**src/common/exec_pkg.sv**
```systemverilog
package exec_pkg;

   // ************************************************************
   // basic widths.
   // ************************************************************
   typedef logic [31:0] data_t;
   typedef logic [2:0]  oper_t;
   typedef logic [4:0]  func_t;

   // ************************************************************
   // operation classes.
   // ************************************************************
   localparam oper_t OPER_ALUS = 3'd0;  // signed alu op.
   localparam oper_t OPER_ALUU = 3'd1;  // unsigned alu op.
   localparam oper_t OPER_MFHI = 3'd2;  // sent with FUNC_AND.
   localparam oper_t OPER_MFLO = 3'd3;  // sent with FUNC_AND.
   localparam oper_t OPER_MTHI = 3'd4;
   localparam oper_t OPER_MTLO = 3'd5;
   localparam oper_t OPER_MFC0 = 3'd6;

   // ************************************************************
   // function codes.
   // ************************************************************
   // zero is reserved for "no multiply/divide".
   localparam func_t FUNC_NONE = 5'd0;
   localparam func_t FUNC_AND  = 5'd1;
   localparam func_t FUNC_OR   = 5'd2;
   localparam func_t FUNC_XOR  = 5'd3;
   localparam func_t FUNC_NOR  = 5'd4;
   localparam func_t FUNC_LUI  = 5'd5;
   localparam func_t FUNC_SLL  = 5'd6;
   localparam func_t FUNC_SRL  = 5'd7;
   localparam func_t FUNC_SRA  = 5'd8;
   localparam func_t FUNC_ADD  = 5'd9;
   localparam func_t FUNC_SUB  = 5'd10;
   localparam func_t FUNC_SLT  = 5'd11;
   localparam func_t FUNC_MUL  = 5'd12;
   localparam func_t FUNC_DIV  = 5'd13;

   // iteration cycles of the mul/div unit.
   localparam int MULDIV_STEPS = 32;

   // ************************************************************
   // request and result.
   // ************************************************************
   typedef struct packed {
      oper_t oper;
      func_t func;
      data_t source_a;
      data_t source_b;
      data_t cp0_rt_data;  // value of the cp0 register being read.
   } exec_req_t;

   typedef struct packed {
      data_t result;
      logic  write;
      logic  ov;           // overflow exception pulse.
   } exec_res_t;

endpackage

```
**src/rtl/exec_issue.sv**
```systemverilog
`timescale 1ns/1ps

module exec_issue (
   input  logic                clk,
   input  logic                reset,
   input  logic                in_valid,
   input  exec_pkg::exec_req_t req,
   input  exec_pkg::func_t     mulalu_func,
   input  logic                mulalu_busy,
   output logic                issue_valid,
   output exec_pkg::exec_req_t issue_req,
   output logic                mulalu_start,
   output logic                busy
);
   import exec_pkg::*;

   always_ff @(posedge clk) begin
      if (reset) begin
         issue_valid <= 1'b0;
      end else begin
         issue_valid <= in_valid;
      end
   end

   always_ff @(posedge clk) begin
      if (in_valid) begin
         issue_req <= req;
      end
   end

   // mul/div sitting in the issue register kicks off the unit.
   assign mulalu_start = issue_valid & (mulalu_func != FUNC_NONE);

   // covers the cycle before the unit reports busy itself.
   assign busy = mulalu_start | mulalu_busy;

   // ************************************************************
   // checks.
   // ************************************************************
   a_no_issue_when_busy : assert property (
      @(posedge clk) disable iff (reset) in_valid |-> !busy
   ) else $error("exec_issue: in_valid while busy");

   // unit must take over the busy level on the next cycle.
   a_start_then_busy : assert property (
      @(posedge clk) disable iff (reset) mulalu_start |=> mulalu_busy
   ) else $error("exec_issue: mulalu did not go busy after start");

endmodule

```
**src/rtl/sglalu.sv**
```systemverilog
`timescale 1ns/1ps

module sglalu (
   input  exec_pkg::oper_t oper,
   input  exec_pkg::func_t func,
   input  exec_pkg::data_t cp0_rt_data,
   input  exec_pkg::data_t source_a,
   input  exec_pkg::data_t source_b,
   input  exec_pkg::data_t hi,
   input  exec_pkg::data_t lo,
   output exec_pkg::data_t result,
   output logic            mulalu_sign,
   output exec_pkg::func_t mulalu_func,
   output logic            hi_write,
   output logic            lo_write,
   output exec_pkg::data_t hi_write_data,
   output exec_pkg::data_t lo_write_data,
   output logic            ov
);
   import exec_pkg::*;

   data_t      add_result;
   data_t      sub_result;
   logic       slt_bit;
   logic [4:0] shamt;
   logic       add_ov;
   logic       sub_ov;

   assign add_result = source_a + source_b;
   assign sub_result = source_a - source_b;
   assign shamt      = source_b[4:0];  // low five bits only.

   // signed compare only under ALUS.
   assign slt_bit = (oper == OPER_ALUS) ? ($signed(source_a) < $signed(source_b)) :
                                          (source_a < source_b);

   // ************************************************************
   // multiply/divide request.
   // ************************************************************
   assign mulalu_func = (func == FUNC_MUL || func == FUNC_DIV) ? func : FUNC_NONE;
   assign mulalu_sign = (mulalu_func != FUNC_NONE) && (oper != OPER_ALUU);

   // ************************************************************
   // hi/lo moves.
   // ************************************************************
   assign hi_write      = (oper == OPER_MTHI);
   assign hi_write_data = source_a;
   assign lo_write      = (oper == OPER_MTLO);
   assign lo_write_data = source_a;

   always_comb begin
      result = '0;
      if (oper == OPER_MFC0) begin
         result = cp0_rt_data;
      end else begin
         case (func)
            FUNC_AND : begin
               if (oper == OPER_MFHI) begin
                  result = hi;
               end else if (oper == OPER_MFLO) begin
                  result = lo;
               end else begin
                  result = source_a & source_b;
               end
            end
            FUNC_OR  : result = source_a | source_b;
            FUNC_XOR : result = source_a ^ source_b;
            FUNC_NOR : result = ~(source_a | source_b);
            FUNC_LUI : result = {source_b[15:0], 16'h0000};
            FUNC_SLL : result = source_a << shamt;
            FUNC_SRL : result = source_a >> shamt;
            FUNC_SRA : result = data_t'($signed(source_a) >>> shamt);
            FUNC_ADD : result = add_result;
            FUNC_SUB : result = sub_result;
            FUNC_SLT : result = {31'b0, slt_bit};
            default  : result = '0;  // mul/div results go to hi/lo.
         endcase
      end
   end

   // operands share a sign that the result lost.
   assign add_ov = (source_a[31] == source_b[31]) && (add_result[31] != source_a[31]);
   // operand signs differ, result sign follows b.
   assign sub_ov = (source_a[31] != source_b[31]) && (sub_result[31] != source_a[31]);

   assign ov = (oper == OPER_ALUS) &&
               (((func == FUNC_ADD) && add_ov) || ((func == FUNC_SUB) && sub_ov));

endmodule

```
**src/mulalu/mulalu.sv**
```systemverilog
`timescale 1ns/1ps

module mulalu (
   input  logic            clk,
   input  logic            reset,
   input  logic            start,
   input  exec_pkg::func_t func,
   input  logic            sign,
   input  exec_pkg::data_t source_a,
   input  exec_pkg::data_t source_b,
   output logic            busy,
   output logic            done,
   output exec_pkg::data_t hi_result,
   output exec_pkg::data_t lo_result
);
   import exec_pkg::*;

   localparam int CNT_W = $clog2(MULDIV_STEPS);

   typedef enum logic [1:0] {
      ST_IDLE,
      ST_RUN,
      ST_FIX
   } state_t;

   state_t           state;
   logic [CNT_W-1:0] step;
   logic [63:0]      acc;       // {hi, lo} working register.
   data_t            mag_b;     // multiplicand or divisor.
   logic             op_div;
   logic             neg_res;   // product or quotient negative.
   logic             neg_rem;   // remainder follows dividend.
   data_t            abs_a;
   data_t            abs_b;
   logic [32:0]      mul_sum;
   logic [32:0]      div_diff;
   logic [63:0]      acc_next;
   logic [63:0]      product;
   data_t            rem_mag;
   data_t            quo_mag;

   assign abs_a = (sign && source_a[31]) ? -source_a : source_a;
   assign abs_b = (sign && source_b[31]) ? -source_b : source_b;

   // ************************************************************
   // one iteration step.
   // ************************************************************
   assign mul_sum  = {1'b0, acc[63:32]} + (acc[0] ? {1'b0, mag_b} : 33'd0);
   assign div_diff = acc[63:31] - {1'b0, mag_b};  // shifted remainder minus divisor.

   always_comb begin
      if (!op_div) begin
         acc_next = {mul_sum, acc[31:1]};
      end else if (div_diff[32]) begin
         acc_next = {acc[62:0], 1'b0};  // restore.
      end else begin
         acc_next = {div_diff[31:0], acc[30:0], 1'b1};
      end
   end

   always_ff @(posedge clk) begin
      if (reset) begin
         state <= ST_IDLE;
         step  <= '0;
      end else begin
         case (state)
            ST_IDLE : begin
               if (start) begin
                  state <= ST_RUN;
                  step  <= '0;
               end
            end
            ST_RUN : begin
               step <= step + 1'b1;
               if (step == CNT_W'(MULDIV_STEPS - 1)) begin
                  state <= ST_FIX;
               end
            end
            default : state <= ST_IDLE;
         endcase
      end
   end

   always_ff @(posedge clk) begin
      if (state == ST_IDLE && start) begin
         acc     <= {32'd0, abs_a};
         mag_b   <= abs_b;
         op_div  <= (func == FUNC_DIV);
         neg_res <= sign & (source_a[31] ^ source_b[31]);
         neg_rem <= sign & source_a[31];
      end else if (state == ST_RUN) begin
         acc <= acc_next;
      end
   end

   // ************************************************************
   // sign fix, presented during the done cycle.
   // ************************************************************
   assign product = neg_res ? -acc : acc;
   assign rem_mag = acc[63:32];
   assign quo_mag = acc[31:0];

   assign hi_result = op_div ? (neg_rem ? -rem_mag : rem_mag) : product[63:32];
   assign lo_result = op_div ? (neg_res ? -quo_mag : quo_mag) : product[31:0];

   assign busy = (state != ST_IDLE);
   assign done = (state == ST_FIX);

   a_start_when_idle : assert property (
      @(posedge clk) disable iff (reset) start |-> !busy
   ) else $error("mulalu: start while busy");

   // fixed latency, steps plus the fix cycle.
   a_done_latency : assert property (
      @(posedge clk) disable iff (reset) start |-> ##(MULDIV_STEPS + 1) done
   ) else $error("mulalu: done not on time");

endmodule

```
**src/rtl/hilo_regs.sv**
```systemverilog
`timescale 1ns/1ps

module hilo_regs (
   input  logic            clk,
   input  logic            reset,
   input  logic            hi_write,
   input  logic            lo_write,
   input  logic            muldiv_done,
   input  exec_pkg::data_t hi_write_data,
   input  exec_pkg::data_t lo_write_data,
   input  exec_pkg::data_t hi_result,
   input  exec_pkg::data_t lo_result,
   output exec_pkg::data_t hi,
   output exec_pkg::data_t lo
);
   import exec_pkg::*;

   always_ff @(posedge clk) begin
      if (reset) begin
         hi <= '0;
         lo <= '0;
      end else if (muldiv_done) begin
         hi <= hi_result;  // remainder or upper product.
         lo <= lo_result;
      end else begin
         if (hi_write) begin
            hi <= hi_write_data;
         end
         if (lo_write) begin
            lo <= lo_write_data;
         end
      end
   end

   // busy hold-off keeps moves away from mul/div completion.
   a_single_source : assert property (
      @(posedge clk) disable iff (reset) muldiv_done |-> !(hi_write || lo_write)
   ) else $error("hilo_regs: move-to collides with mul/div done");

endmodule

```
**src/rtl/exec_writeback.sv**
```systemverilog
`timescale 1ns/1ps

module exec_writeback (
   input  logic                clk,
   input  logic                reset,
   input  logic                issue_valid,
   input  logic                is_muldiv,
   input  exec_pkg::data_t     alu_result,
   input  logic                ov,
   input  exec_pkg::oper_t     oper,
   output logic                out_valid,
   output exec_pkg::exec_res_t res
);
   import exec_pkg::*;

   data_t result_q;
   logic  write_q;
   logic  ov_q;
   logic  writes_reg;

   // ops that return a value to the register file.
   assign writes_reg = (oper == OPER_ALUS) || (oper == OPER_ALUU) ||
                       (oper == OPER_MFHI) || (oper == OPER_MFLO) ||
                       (oper == OPER_MFC0);

   always_ff @(posedge clk) begin
      if (reset) begin
         out_valid <= 1'b0;
         write_q   <= 1'b0;
         ov_q      <= 1'b0;
      end else begin
         out_valid <= issue_valid;
         write_q   <= issue_valid & writes_reg & ~is_muldiv & ~ov;
         ov_q      <= issue_valid & ov;  // exception instead of write.
      end
   end

   always_ff @(posedge clk) begin
      if (issue_valid) begin
         result_q <= alu_result;
      end
   end

   assign res.result = result_q;
   assign res.write  = write_q;
   assign res.ov     = ov_q;

endmodule

```
**src/rtl/exec_top.sv**
```systemverilog
`timescale 1ns/1ps

module exec_top (
   input  logic                clk,
   input  logic                reset,
   input  logic                in_valid,
   input  exec_pkg::exec_req_t req,
   output logic                busy,
   output logic                out_valid,
   output exec_pkg::exec_res_t res
);
   import exec_pkg::*;

   logic      issue_valid;
   exec_req_t issue_req;
   logic      mulalu_start;
   logic      mulalu_busy;
   logic      mulalu_done;
   logic      mulalu_sign;
   func_t     mulalu_func;
   data_t     alu_result;
   logic      alu_ov;
   logic      alu_hi_write;
   logic      alu_lo_write;
   logic      hi_wr_en;
   logic      lo_wr_en;
   data_t     hi_write_data;
   data_t     lo_write_data;
   data_t     hi_result;
   data_t     lo_result;
   data_t     hi;
   data_t     lo;
   logic      is_muldiv;

   // ************************************************************
   // issue stage.
   // ************************************************************
   exec_issue i_exec_issue (
      .clk          (clk),
      .reset        (reset),
      .in_valid     (in_valid),
      .req          (req),
      .mulalu_func  (mulalu_func),
      .mulalu_busy  (mulalu_busy),
      .issue_valid  (issue_valid),
      .issue_req    (issue_req),
      .mulalu_start (mulalu_start),
      .busy         (busy)
   );

   sglalu i_sglalu (
      .oper          (issue_req.oper),
      .func          (issue_req.func),
      .cp0_rt_data   (issue_req.cp0_rt_data),
      .source_a      (issue_req.source_a),
      .source_b      (issue_req.source_b),
      .hi            (hi),
      .lo            (lo),
      .result        (alu_result),
      .mulalu_sign   (mulalu_sign),
      .mulalu_func   (mulalu_func),
      .hi_write      (alu_hi_write),
      .lo_write      (alu_lo_write),
      .hi_write_data (hi_write_data),
      .lo_write_data (lo_write_data),
      .ov            (alu_ov)
   );

   mulalu i_mulalu (
      .clk       (clk),
      .reset     (reset),
      .start     (mulalu_start),
      .func      (mulalu_func),
      .sign      (mulalu_sign),
      .source_a  (issue_req.source_a),
      .source_b  (issue_req.source_b),
      .busy      (mulalu_busy),
      .done      (mulalu_done),
      .hi_result (hi_result),
      .lo_result (lo_result)
   );

   // moves only count when the issue slot is live.
   assign hi_wr_en  = issue_valid & alu_hi_write;
   assign lo_wr_en  = issue_valid & alu_lo_write;
   assign is_muldiv = (mulalu_func != FUNC_NONE);

   hilo_regs i_hilo_regs (
      .clk           (clk),
      .reset         (reset),
      .hi_write      (hi_wr_en),
      .lo_write      (lo_wr_en),
      .muldiv_done   (mulalu_done),
      .hi_write_data (hi_write_data),
      .lo_write_data (lo_write_data),
      .hi_result     (hi_result),
      .lo_result     (lo_result),
      .hi            (hi),
      .lo            (lo)
   );

   // ************************************************************
   // writeback stage.
   // ************************************************************
   exec_writeback i_exec_writeback (
      .clk         (clk),
      .reset       (reset),
      .issue_valid (issue_valid),
      .is_muldiv   (is_muldiv),
      .alu_result  (alu_result),
      .ov          (alu_ov),
      .oper        (issue_req.oper),
      .out_valid   (out_valid),
      .res         (res)
   );

endmodule

```
**config.mk**
```make
export PLATFORM = sky130hd
export DESIGN_NAME = exec_top
export DESIGN_NICKNAME = d
export VERILOG_FILES = /design/src/common/exec_pkg.sv /design/src/rtl/exec_issue.sv /design/src/rtl/sglalu.sv /design/src/mulalu/mulalu.sv /design/src/rtl/hilo_regs.sv /design/src/rtl/exec_writeback.sv /design/src/rtl/exec_top.sv
export SDC_FILE = /design/constraint.sdc
export NUM_CORES = 1
export LEC_CHECK = 0
export CAP_MARGIN = 20
export CORE_ASPECT_RATIO = 1.4
export CORE_MARGIN = 2
export CORE_UTILIZATION = 40
export DETAILED_ROUTE_END_ITERATION = 12
export DONT_BUFFER_PORTS = 1
export PLACE_DENSITY = 0.65
export SYNTH_ARGS = -nofsm -noshare
export SYNTH_HDL_FRONTEND = slang
export SYNTH_SLANG_ARGS = --single-unit
```
**constraint.sdc**
```tcl
create_clock -name clk -period 4.2 [get_ports clk]
set_clock_uncertainty 0.1 [all_clocks]
set_input_delay 0.63 -clock clk [delete_from_list [all_inputs] [get_ports clk]]
set_output_delay 0.63 -clock clk [all_outputs]
set_load 0.03 [all_outputs]
```
======== Yosys cells after proc, flatten, opt, wreduce, memory -nomap -nowiden ========
Cells that the tools add are included.
operators by class
  eq/ne operators ......................... 30
  magnitude comparators ................... 2
  mux-type cells .......................... 27
  reduce and logical (&&, ||, !) cells .... 25
  shifts and indexed selects .............. 3
  bitwise operators ....................... 17
  add/sub/neg operators ................... 10
operators with widths
  cell                                                             number
  32-bit two-way mux                                               16
  32-bit one-hot mux with 11 select lines                          1
  64-bit two-way mux                                               3
  32-bit negator                                                   4
  32-bit < comparator                                              2
  64-bit negator                                                   1
  5-bit by 4-bit == test with 1-bit output, second input constant  7
  32-bit by 32-bit adder with 33-bit output                        1
  33-bit by 32-bit subtractor with 33-bit output                   1
  32-bit adder                                                     1
  32-bit AND                                                       1
  32-bit inverter                                                  1
  32-bit bitwise OR                                                1
  32-bit by 5-bit << shifter with 32-bit output                    1
  32-bit by 5-bit >> shifter with 32-bit output                    1
  32-bit by 5-bit >>> shifter with 32-bit output                   1
  32-bit subtractor                                                1
  32-bit XOR                                                       1
  5-bit by 3-bit == test with 1-bit output, second input constant  4
  5-bit by 2-bit == test with 1-bit output, second input constant  2
  5-bit two-way mux                                                2
  5-bit one-hot mux with 2 select lines                            1
  2-bit nonzero test                                               5
  1-bit AND                                                        9
  25 further kinds                                                 46
word-level totals
  word-level logic and storage cells ...... 134
  output and inout port bits .............. 36
  input port bits ......................... 107
  register bits ........................... 310

======== Depth between registers and ports, before layout ========
Gate-level depths: netlist of run 1.
  depth in word-level cells ............... 8
  mapped depth ............................ 16
  depth with buffers taken out ............ 14

======== Modules after synthesis ========
From an unflattened synthesis of run 1, not the netlist that was laid out.
second synthesis, totals
  cell total of the unflattened synthesis .. 3431
  area, all modules ....................... 29259.3 µm²
modules (own cells, without submodules)
  module          instances  cells each  area an instance (µm²)  sequential area each (µm²)
  mulalu          1          1396        11029.3                 2792.7
  sglalu          1          1593        10726.5                 0.0
  hilo_regs       1          285         3224.3                  1281.2
  exec_issue      1          110         3180.6                  3143.0
  exec_writeback  1          42          1073.5                  1021.0
  exec_top        1          5           25.0                    0.0

======== Worst setup path before layout of run 1 ========
No wires, ideal clock.
  path kind ............................... register to register
  start ................................... reg, netlist name i_exec_issue.issue_req[34]
  end ..................................... reg i_exec_writeback.result_q[17], data pin
  setup time .............................. 0.267 ns
  arrival time ............................ 4.131 ns
  clock period less this slack ............ 4.498 ns
  cell stages (with the launch flop) ...... 17
  required time ........................... 3.833 ns
  setup slack ............................. -0.298 ns
  path buffers ............................ 4
  path through ............................ edfxtp_1 > clkbuf_1 > inv_1 > buf_1 > buf_1 > buf_1 > ha_1 > inv_1 > o221ai_1 > a311oi_1 > a21oi_1 > o21a_1 > or3_1 > a311oi_1 > a31oi_1 > a2111oi_0 > o21ai_0
on the way
  word-level cells in the longest chain between the ends .. 3
RTL lines
  element                                    RTL line              source
  32-bit subtractor (tied with other cells)  sglalu.sv:30          assign sub_result = source_a - source_b;
  32-bit one-hot mux with 11 select lines *  sglalu.sv:56          case (func)
  32-bit two-way mux *                       sglalu.sv:53          if (oper == OPER_MFC0) begin
  via alu_result[17]                         exec_top.sv:21        data_t alu_result;
  to (signal assigned)                       exec_writeback.sv:40  result_q <= alu_result;
  to (decl)                                  exec_writeback.sv:16  data_t result_q;
The timed path passes the listed nets; every way through them passes the cells marked *.
A chain may end at the register's enable or synchronous reset.

======== Worst setup path after layout of run 1 ========
  start ................................... reg, netlist name i_exec_issue.issue_req[32]
  end ..................................... reg i_exec_writeback.result_q[29], data pin
on the way
  word-level cells in the longest chain between the ends .. 3
RTL lines
  element                                    RTL line
  32-bit subtractor (tied with other cells)  sglalu.sv:30
  32-bit one-hot mux with 11 select lines *  sglalu.sv:56
  32-bit two-way mux *                       sglalu.sv:53
  via alu_result[29]                         exec_top.sv:21
Marked as above.

==> results of run 1 <==
## power by group through the flow
| stage | registers [mW] | clock network, mW | logic, mW |
|---|---|---|---|
| 4_1_cts | 3.96 | 3.11 | 5.83 |
| 3_5_place_dp | 4.02 | 0 | 5.73 |
| 5_1_grt | 4.00 | 3.20 | 6.42 |
| 6_report | 3.96 | 3.08 | 5.96 |
| 2_1_floorplan | 3.95 | 0 | 3.80 |
| 3_3_place_gp | 4.02 | 0 | 5.72 |
## kinds of logic after synthesis
family / after synthesis
buffers and inverters: 383
AOI/OAI and AO/OA: 1119
DFF: 310
muxes: 187
and+or+nand+nor: 1018
xor gates and xnor gates: 175
adders and majority gates: 174
## stage by stage
step           hold WS (ns)  setup TNS (ns)  std cells
2_1_floorplan        0.3395               0       3366
3_3_place_gp         0.3544         -0.2375       4317
3_5_place_dp         0.3695         -0.4466       4318
4_1_cts           0.0001004               0       4450
5_1_grt            0.009862               0       4452
6_report            0.01511               0       4453
## area by class of cell
type	count	area share, %
inverters	153	1.810
repair buffers	326	8.702
clock buffers	42	2.832
clock inverters	19	0.6334
multi-input cells	2673	56.45
diodes	2	0.01574
well taps	928	3.651
flip-flops and latches	310	25.90
## timing repair
action	4_1_cts	5_1_grt
resized for setup	1	6
hold buffers	71	0
setup endpoints to repair	4	9
hold endpoints to repair	81	0
gates cloned	0	0
## worst max-delay path by stage
stage / startpoint / end / slack (ns)
after detailed placement: i_exec_issue.issue_req[32]$_DFFE_PP_ / i_exec_writeback.result_q[24]$_DFFE_PP_ / -0.18
after global placement: i_exec_issue.issue_req[32]$_DFFE_PP_ / i_exec_writeback.result_q[24]$_DFFE_PP_ / -0.12
after CTS: i_exec_issue.issue_req[32]$_DFFE_PP_ / i_exec_writeback.result_q[0]$_DFFE_PP_ / 0.06
after global routing: i_exec_issue.issue_req[32]$_DFFE_PP_ / i_exec_writeback.result_q[29]$_DFFE_PP_ / 0.01
final: i_exec_issue.issue_req[32]$_DFFE_PP_ / i_exec_writeback.result_q[29]$_DFFE_PP_ / 0.17
after floorplan: i_exec_issue.issue_req[34]$_DFFE_PP_ / i_exec_writeback.result_q[17]$_DFFE_PP_ / 0.02
## critical path: cells and delay by family, from the launching register on
kind | cells | cell delay, ns
AND/OR/NAND/NOR | 3 | 0.39
AO/OA/AOI/OAI | 6 | 1.72
flip-flops | 1 | 0.43
buffers and inverters | 1 | 0.41
multiplexers | 1 | 0.62
## synthesized netlist by cell type (all sizes together), types with 64 or more instances
cell type,number,share of area (%)
a211oi,103,2.8
a21o,64,1.7
a21oi,279,5.1
clkbuf,176,2.4
dfxtp,107,7.8
edfxtp,203,22
ha,170,7.7
inv,149,2.0
mux2i,155,5.6
nand2,257,3.5
nor2,397,5.4
nor3,88,1.6
o21ai,273,5.0
xnor2,132,4.2
## flip-flops by register name, summed over array words and instances (netlist names), 2 cells and up
signal / flops
i_exec_issue.issue_req: 104
i_exec_writeback.result_q: 32
i_hilo_regs.hi: 32
i_hilo_regs.lo: 32
i_mulalu.acc: 64
i_mulalu.mag_b: 32
i_mulalu.state: 2
i_mulalu.step: 5
## routing by layer
metal / global-route usage [%] / share of wire (%)
met4: 25.60 / 9.3
met2: 55.51 / 47
met5: 0 / 0.023
met3: 4.315 / 6.6
met1: 37.62 / 37
## cell usage in the layout, fill, tap and decap left out, drive strengths merged, types with 37 or more instances in the layout
cell type	instances
inv	148
a21o	64
o31ai	37
edfxtp	203
nand2	257
o21ai	273
dfxtp	107
a31oi	50
ha	170
buf	253
nand3	53
dlygate4sd3	71
nor2	397
clkbuf	44
nand2b	39
xnor2	132
mux2i	155
nor3	88
a21oi	279
xor2	43
a211oi	103
==> metrics.log, run 1 <==
[metrics] outcome: complete, no violations
[metrics] sequential group share of total power: 30.5%
[metrics] final count of hold timing violations: 0
[metrics] final-report setup violation count: 0
[metrics] area of the multi-input gates: 0.01795 sq mm
[metrics] cell type of the slowest stage on the worst timing path: sky130_fd_sc_hd__mux4_2
[metrics] destination of the worst register-to-register timing path: i_exec_writeback.result_q[29]$_DFFE_PP_
[metrics] Nets: 3779
[metrics] critical path cell sequence: clkbuf_16 > mux4_2 > and2_1 > a311oi_1 > a211oi_1 > a2111oi_0 > a21o_1 > nand3_1 > a211oi_1 > nor2_1 > o32a_1
[metrics] number of antenna violations at the first check in global routing: 7
[metrics] DP Wirelength: 91940 um
[metrics] number of global-route vias before repair: 27079
[metrics] synthesized netlist cell count: 3366
[metrics] top fanout value on the critical path: 92
[metrics] destination of the worst hold path: i_exec_issue.issue_req[57]$_DFFE_PP_
[metrics] adder-cell share of the synthesized area: 7.995%
[metrics] setup repair after global routing missed its margin: no
[metrics] maximum operating frequency: 248.0 MHz
[metrics] Worst Hold Depth: 0
[metrics] first-pass GRT wire length: 174400 um
[metrics] initial detailed-routing violation count: 3229
[metrics] Layout area overhead: 15.22%
[metrics] Clock Sinks: 310
[metrics] number of top-level design ports: 143
[metrics] net switching share of the total power: 41.36%
[metrics] CTS buffer count: 34
[metrics] combinational family with the most area after synthesis: compound AO/OA/AOI/OAI gates
[metrics] number of buffers inserted by post-CTS setup repair: 0
[metrics] Power Internal: 7.625 mW
[metrics] area of the core: 0.06875 sq mm
[metrics] flop-to-flop setup slack: 0.17 ns
[metrics] Clock Latency Late Sink: 0.62 ns
[metrics] total design power: 13.00 mW
[metrics] Psw: 5.377 mW
[metrics] vias per inst: 6.234
[metrics] final standard cell utilization of the core: 46.26%
[metrics] FILL cells: 6870
[metrics] compound-cell area share of the yosys netlist: 26.45%
[metrics] post-layout worst setup margin: 0.1682 ns
[metrics] clock transition time at the flip-flop clock pins of the worst setup and hold paths: 0.06 ns
[metrics] fraction of layout cells with a size suffix above 1: 10.81%
[metrics] GP Congestion: 1.028
[metrics] multiplexer share of the synthesized area: 8.068%
[metrics] post-route cell area: 0.03181 sq mm
[metrics] Simple-Gate Fraction of Synth Area: 16.78%
[metrics] Routed Antenna Nets: 0
[metrics] sequential standard cell area: 0.008239 sq mm
[metrics] share of total power in combinational logic: 45.9%
[metrics] count of state elements after synthesis: 310
[metrics] syn_nets: 3647
[metrics] IO Port Bufs: 0
[metrics] per-cell routed wire length: 26.67 um
[metrics] cell area after synthesis: 0.02761 sq mm
[metrics] Worst-Margin Slew: 0.9956 ns
[metrics] power per cell area: 408.8 mW/mm^2
[metrics] Reg2Reg Depth: 11
[metrics] GR Util All Layers: 32.90%
[metrics] CTS Buffer Depth: 3
[metrics] data arrival time of the critical path: 4.29 ns
[metrics] final clock period utilization by the worst path: 96.00%
[metrics] remaining design rule violation count: 0
[metrics] number of H-tree levels: 2
[metrics] worst flop-to-flop path startpoint: i_exec_issue.issue_req[32]$_DFFE_PP_
[metrics] Post-Place Cell Area: 0.02996 sq mm
[metrics] area of the die: 0.07116 sq mm
[metrics] Die Y-Extent: 314.8 um
[metrics] post-place setup slack: -0.1850 ns
[metrics] total length of routed wires: 118800 um
[metrics] overall overflow remaining after global route: 0
[metrics] clock root cell: sky130_fd_sc_hd__clkbuf_16
[metrics] shortest period the worst path allows: 4.032 ns
[metrics] sort of element at the start of the critical path: register
[metrics] Min-Delay Startpoint: req[57]
[metrics] CTS tree: built
[metrics] kind of capture point of the worst setup path: register
[metrics] biggest cell delay along the critical path: 0.62 ns
[metrics] IR Drop Worst-Case VDD: 0.0003726 V
[metrics] async set-reset flop share out of synthesis: 0%
[metrics] Slew headroom: 33.38%
[metrics] total of max-cap violations: 0
[metrics] vias after detailed routing: 27760
[metrics] leakage component of the power: 12.52 nW
[metrics] largest net degree at the start of global routing: 106
[metrics] drt pass-1 iters: 6
[metrics] share of synthesized area occupied by flip-flops and latches: 29.84%
[metrics] xor-xnor portion of the synthesized cell area: 5.552%
[metrics] width of the chip: 226.0 um
[metrics] average cell area after synthesis: 8.201 sq um
[metrics] number of warnings reported in the yosys synthesis log: 0
[metrics] HP Class: input pin to register
[metrics] Unique masters post-synth: 87
[metrics] most frequent CP cell: sky130_fd_sc_hd__a211oi_1
[metrics] initial core utilization: 40.15%
[metrics] number of flops mapped to enable cells by yosys: 203
[metrics] Final Max Slew Viols: 0
[metrics] part of the total power dissipated in the clock network: 23.7%
[metrics] Main synth FF type: sky130_fd_sc_hd__edfxtp_1
[metrics] critical path required time: 4.46 ns
[metrics] placement row count: 114
[metrics] Setup Crit Path Kind: register to register
Power figures use the tool's default switching activity.
==> run 2, diff against run 1 <==
--- a/config.mk
+++ b/config.mk
@@ -5,10 +5,12 @@
 export SDC_FILE = /design/constraint.sdc
 export NUM_CORES = 1
 export LEC_CHECK = 0
+export ABC_AREA = 1
 export CAP_MARGIN = 20
 export CORE_ASPECT_RATIO = 1.4
 export CORE_MARGIN = 2
 export CORE_UTILIZATION = 40
+export CTS_BUF_LIST = sky130_fd_sc_hd__clkbuf_8
 export DETAILED_ROUTE_END_ITERATION = 12
 export DONT_BUFFER_PORTS = 1
 export PLACE_DENSITY = 0.65
==> metrics.log, run 2 <==
[metrics] outcome: complete, no violations
[metrics] CTS buffer count: 55
[metrics] Unique masters post-synth: 57
[metrics] fraction of layout cells with a size suffix above 1: 6.104%
[metrics] per-cell routed wire length: 28.41 um
[metrics] IR Drop Worst-Case VDD: 0.0003651 V
[metrics] Post-Place Cell Area: 0.03362 sq mm
[metrics] Top Layer Used: met5
[metrics] Setup Crit Path Kind: register to register
[metrics] Cells after DPL: 6345
[metrics] data arrival time of the critical path: 4.50 ns
[metrics] most area-hungry cell type in the Yosys netlist: sky130_fd_sc_hd__nand2_1
[metrics] count of state elements after synthesis: 310
[metrics] maximum operating frequency: 253.3 MHz
[metrics] initial core utilization: 40.37%
[metrics] HP Class: input pin to register
[metrics] DP Wirelength: 147100 um
[metrics] number of gates resized after CTS: 0
[metrics] number of H-tree levels: 2
[metrics] critical path required time: 4.76 ns
[metrics] final-report setup violation count: 0
[metrics] number of top-level design ports: 143
[metrics] largest registers in the final layout: i_exec_issue.issue_req: 104 flops, i_mulalu.acc: 64 flops
[metrics] cell types occupying the most area after synthesis: sky130_fd_sc_hd__nand2_1 (21%), sky130_fd_sc_hd__edfxtp_1 (19%), sky130_fd_sc_hd__nand3_1 (9.5%)
[metrics] CTS tree: built
[metrics] Worst Hold Depth: 2
[metrics] final clock period utilization by the worst path: 93.99%
[metrics] kind of capture point of the worst setup path: register
[metrics] number of global-route vias before repair: 36745
[metrics] vias after detailed routing: 38599
[metrics] width of the chip: 242.5 um
[metrics] Nets: 5739
[metrics] Clock Sinks: 310
[metrics] most frequent cells after synthesis: sky130_fd_sc_hd__nand2_1 (1745), sky130_fd_sc_hd__inv_1 (669), sky130_fd_sc_hd__nand3_1 (607), sky130_fd_sc_hd__nor2_1 (495), sky130_fd_sc_hd__o21ai_0 (344)
[metrics] Final Max Slew Viols: 0
[metrics] power per cell area: 430.1 mW/mm^2
[metrics] net switching share of the total power: 50.62%
[metrics] area of the core: 0.07892 sq mm
[metrics] CTS Buffer Depth: 3
[metrics] largest net degree at the start of global routing: 105
[metrics] leading cell types in the layout, fill and taps excluded: sky130_fd_sc_hd__nand2_1 (1745), sky130_fd_sc_hd__inv_1 (676), sky130_fd_sc_hd__nand3_1 (607)
[metrics] Main synth FF type: sky130_fd_sc_hd__edfxtp_1
[metrics] Psw: 7.849 mW
[metrics] number of flops mapped to enable cells by yosys: 203
[metrics] total design power: 15.51 mW
[metrics] clock root cell: sky130_fd_sc_hd__clkbuf_8
[metrics] final count of hold timing violations: 0
[metrics] routed metal-1 wire length: 62330 um
[metrics] most common cell in the synthesized netlist: sky130_fd_sc_hd__nand2_1
[metrics] leakage component of the power: 17.30 nW
[metrics] non-filler instance count after layout: 6572
[metrics] met3 WL: 16680 um
[metrics] Slew headroom: 18.71%
[metrics] part of the total power dissipated in the clock network: 22.2%
[metrics] Die Y-Extent: 337.9 um
[metrics] GP Congestion: 1.145
[metrics] Power Internal: 7.658 mW
[metrics] syn_nets: 5605
[metrics] shortest period the worst path allows: 3.948 ns
[metrics] WL met2: 83540 um
[metrics] Routed Antenna Nets: 0
[metrics] post-route cell area: 0.03606 sq mm
[metrics] sort of element at the start of the critical path: register
[metrics] final standard cell utilization of the core: 45.69%
[metrics] IO Port Bufs: 0
[metrics] number of flip-flops under the largest register name: 104
[metrics] Worst-Margin Slew: 1.207 ns
[metrics] remaining design rule violation count: 0
[metrics] share of synthesized area occupied by flip-flops and latches: 25.86%
[metrics] placement row count: 122
[metrics] setup repair after global routing missed its margin: no
[metrics] initial detailed-routing violation count: 4441
[metrics] overall overflow remaining after global route: 0
[metrics] Sum Neg Setup Slack: 0 ns
[metrics] area of the die: 0.08195 sq mm
[metrics] Layout area overhead: 13.18%
[metrics] clock transition time at the flip-flop clock pins of the worst setup and hold paths: 0.06 ns
[metrics] drt pass-1 iters: 8
[metrics] average cell area after synthesis: 5.984 sq um
[metrics] sequential group share of total power: 25.9%
[metrics] Clock Latency Late Sink: 0.77 ns
[metrics] first-pass GRT wire length: 261800 um
[metrics] cell area after synthesis: 0.03186 sq mm
[metrics] number of antenna violations at the first check in global routing: 19
[metrics] total length of routed wires: 186700 um
[metrics] total of max-cap violations: 0
[metrics] most frequent standard cell in the layout excluding fill and tap cells: sky130_fd_sc_hd__nand2_1
[metrics] share of total power in combinational logic: 51.9%
[metrics] GR Util All Layers: 44.79%
[metrics] async set-reset flop share out of synthesis: 0%
[metrics] synthesized netlist cell count: 5324
[metrics] share of Yosys cell area claimed by the top area cell type: 20.56%
[metrics] largest register by flop count: i_exec_issue.issue_req
[metrics] Reg2Reg Depth: 14
[metrics] top fanout value on the critical path: 8
[metrics] number of warnings reported in the yosys synthesis log: 0
[metrics] vias per inst: 5.873
## run 2: cell count changes in the layout (fill, tap and decap cells not counted), moves of 59 or more
cell | previous run | this run
sky130_fd_sc_hd__buf_4 | 243 | 169
sky130_fd_sc_hd__inv_1 | 146 | 676
sky130_fd_sc_hd__nand3_1 | 53 | 607
sky130_fd_sc_hd__clkbuf_8 | 2 | 61
sky130_fd_sc_hd__a211oi_1 | 101 | 0
sky130_fd_sc_hd__mux2i_1 | 155 | 0
sky130_fd_sc_hd__o21ai_0 | 269 | 343
sky130_fd_sc_hd__nand2_1 | 257 | 1745
sky130_fd_sc_hd__xnor2_1 | 132 | 15
sky130_fd_sc_hd__nor2_1 | 395 | 491
sky130_fd_sc_hd__a21o_1 | 64 | 5
## run 2: worst paths after layout
path / slack, ns / to / start
worst min register to register: 0.38 / i_mulalu.step[4]$_SDFFE_PP0P_ / i_mulalu.step[4]$_SDFFE_PP0P_
worst min-delay path: 0.18 / i_exec_writeback.out_valid$_SDFF_PP0_ / reset
worst max-delay path: 0.25 / i_exec_writeback.ov_q$_SDFF_PP0_ / i_exec_issue.issue_req[82]$_DFFE_PP_
worst max register to register: 0.25 / i_exec_writeback.ov_q$_SDFF_PP0_ / i_exec_issue.issue_req[82]$_DFFE_PP_
## run 2: repair_timing
item                      4_1_cts  5_1_grt
hold endpoints to repair      278        0
hold buffers                  108        0
buffers inserted                0        0
## run 2: layout make-up
cell class,count,area [sq um]
multi-input combinational,4121,20120
antenna,13,32.53
sequential,310,8239
fill,8656,42860
timing repair buffer,283,2495
inverter,687,2581
tap,1054,1319
clock buffer,61,839.6
clock inverter,43,427.9
## run 2: layer usage
metal / vias to the layer above / track usage (%)
met4: 14 / 46.99
met3: 840 / 11.46
met1: 17691 / 45.80
met5: - / 0
li1: 17729 / -
met2: 2325 / 72.82
## run 2: worst max-delay path, stage by stage, from the launching register on
cell	delay, ns
sky130_fd_sc_hd__edfxtp_1	0.89
sky130_fd_sc_hd__inv_1	0.10
sky130_fd_sc_hd__ha_1	0.57
sky130_fd_sc_hd__inv_1	0.32
sky130_fd_sc_hd__a21oi_1	0.32
sky130_fd_sc_hd__nand2_1	0.19
sky130_fd_sc_hd__a21oi_1	0.32
sky130_fd_sc_hd__nor2_1	0.07
sky130_fd_sc_hd__nor2_1	0.24
sky130_fd_sc_hd__nand2_1	0.15
sky130_fd_sc_hd__nand2_1	0.08
sky130_fd_sc_hd__nand3_1	0.09
sky130_fd_sc_hd__nand2_1	0.13
sky130_fd_sc_hd__nand2_1	0.06
sky130_fd_sc_hd__nor2_1	0.20
## run 2: metrics by stage
| stage | hold slack [ns] | worst slack, ns |
|---|---|---|
| final | 0.1800 | 0.2524 |
| after global routing | 0.1890 | 0.1911 |
| after CTS | 0.1304 | 0.3916 |
| after detailed placement | 0.3591 | 0.4051 |
| after global placement | 0.3469 | 0.3931 |
| after floorplan | 0.3411 | 0.9465 |
## run 2: logic make-up after synthesis
kind of cell	count (synthesis)	share of synthesized area, %
AOI/OAI and AO/OA	837	14.47
xor gates and xnor gates	68	1.869
adders and majority gates	174	6.928
buffers and inverters	893	11.03
DFF	310	25.86
and+or+nand+nor	3042	39.84
## run 2: power groups by stage
| stage | combinational [mW] | clock, mW | sequential [mW] |
|---|---|---|---|
| floorplan | 4.60 | 0 | 3.98 |
| global placement | 7.56 | 0 | 4.07 |
| detailed placement | 7.56 | 0 | 4.07 |
| CTS | 7.72 | 3.44 | 4.00 |
| global route | 8.60 | 3.56 | 4.04 |
| finish | 8.05 | 3.44 | 4.02 |
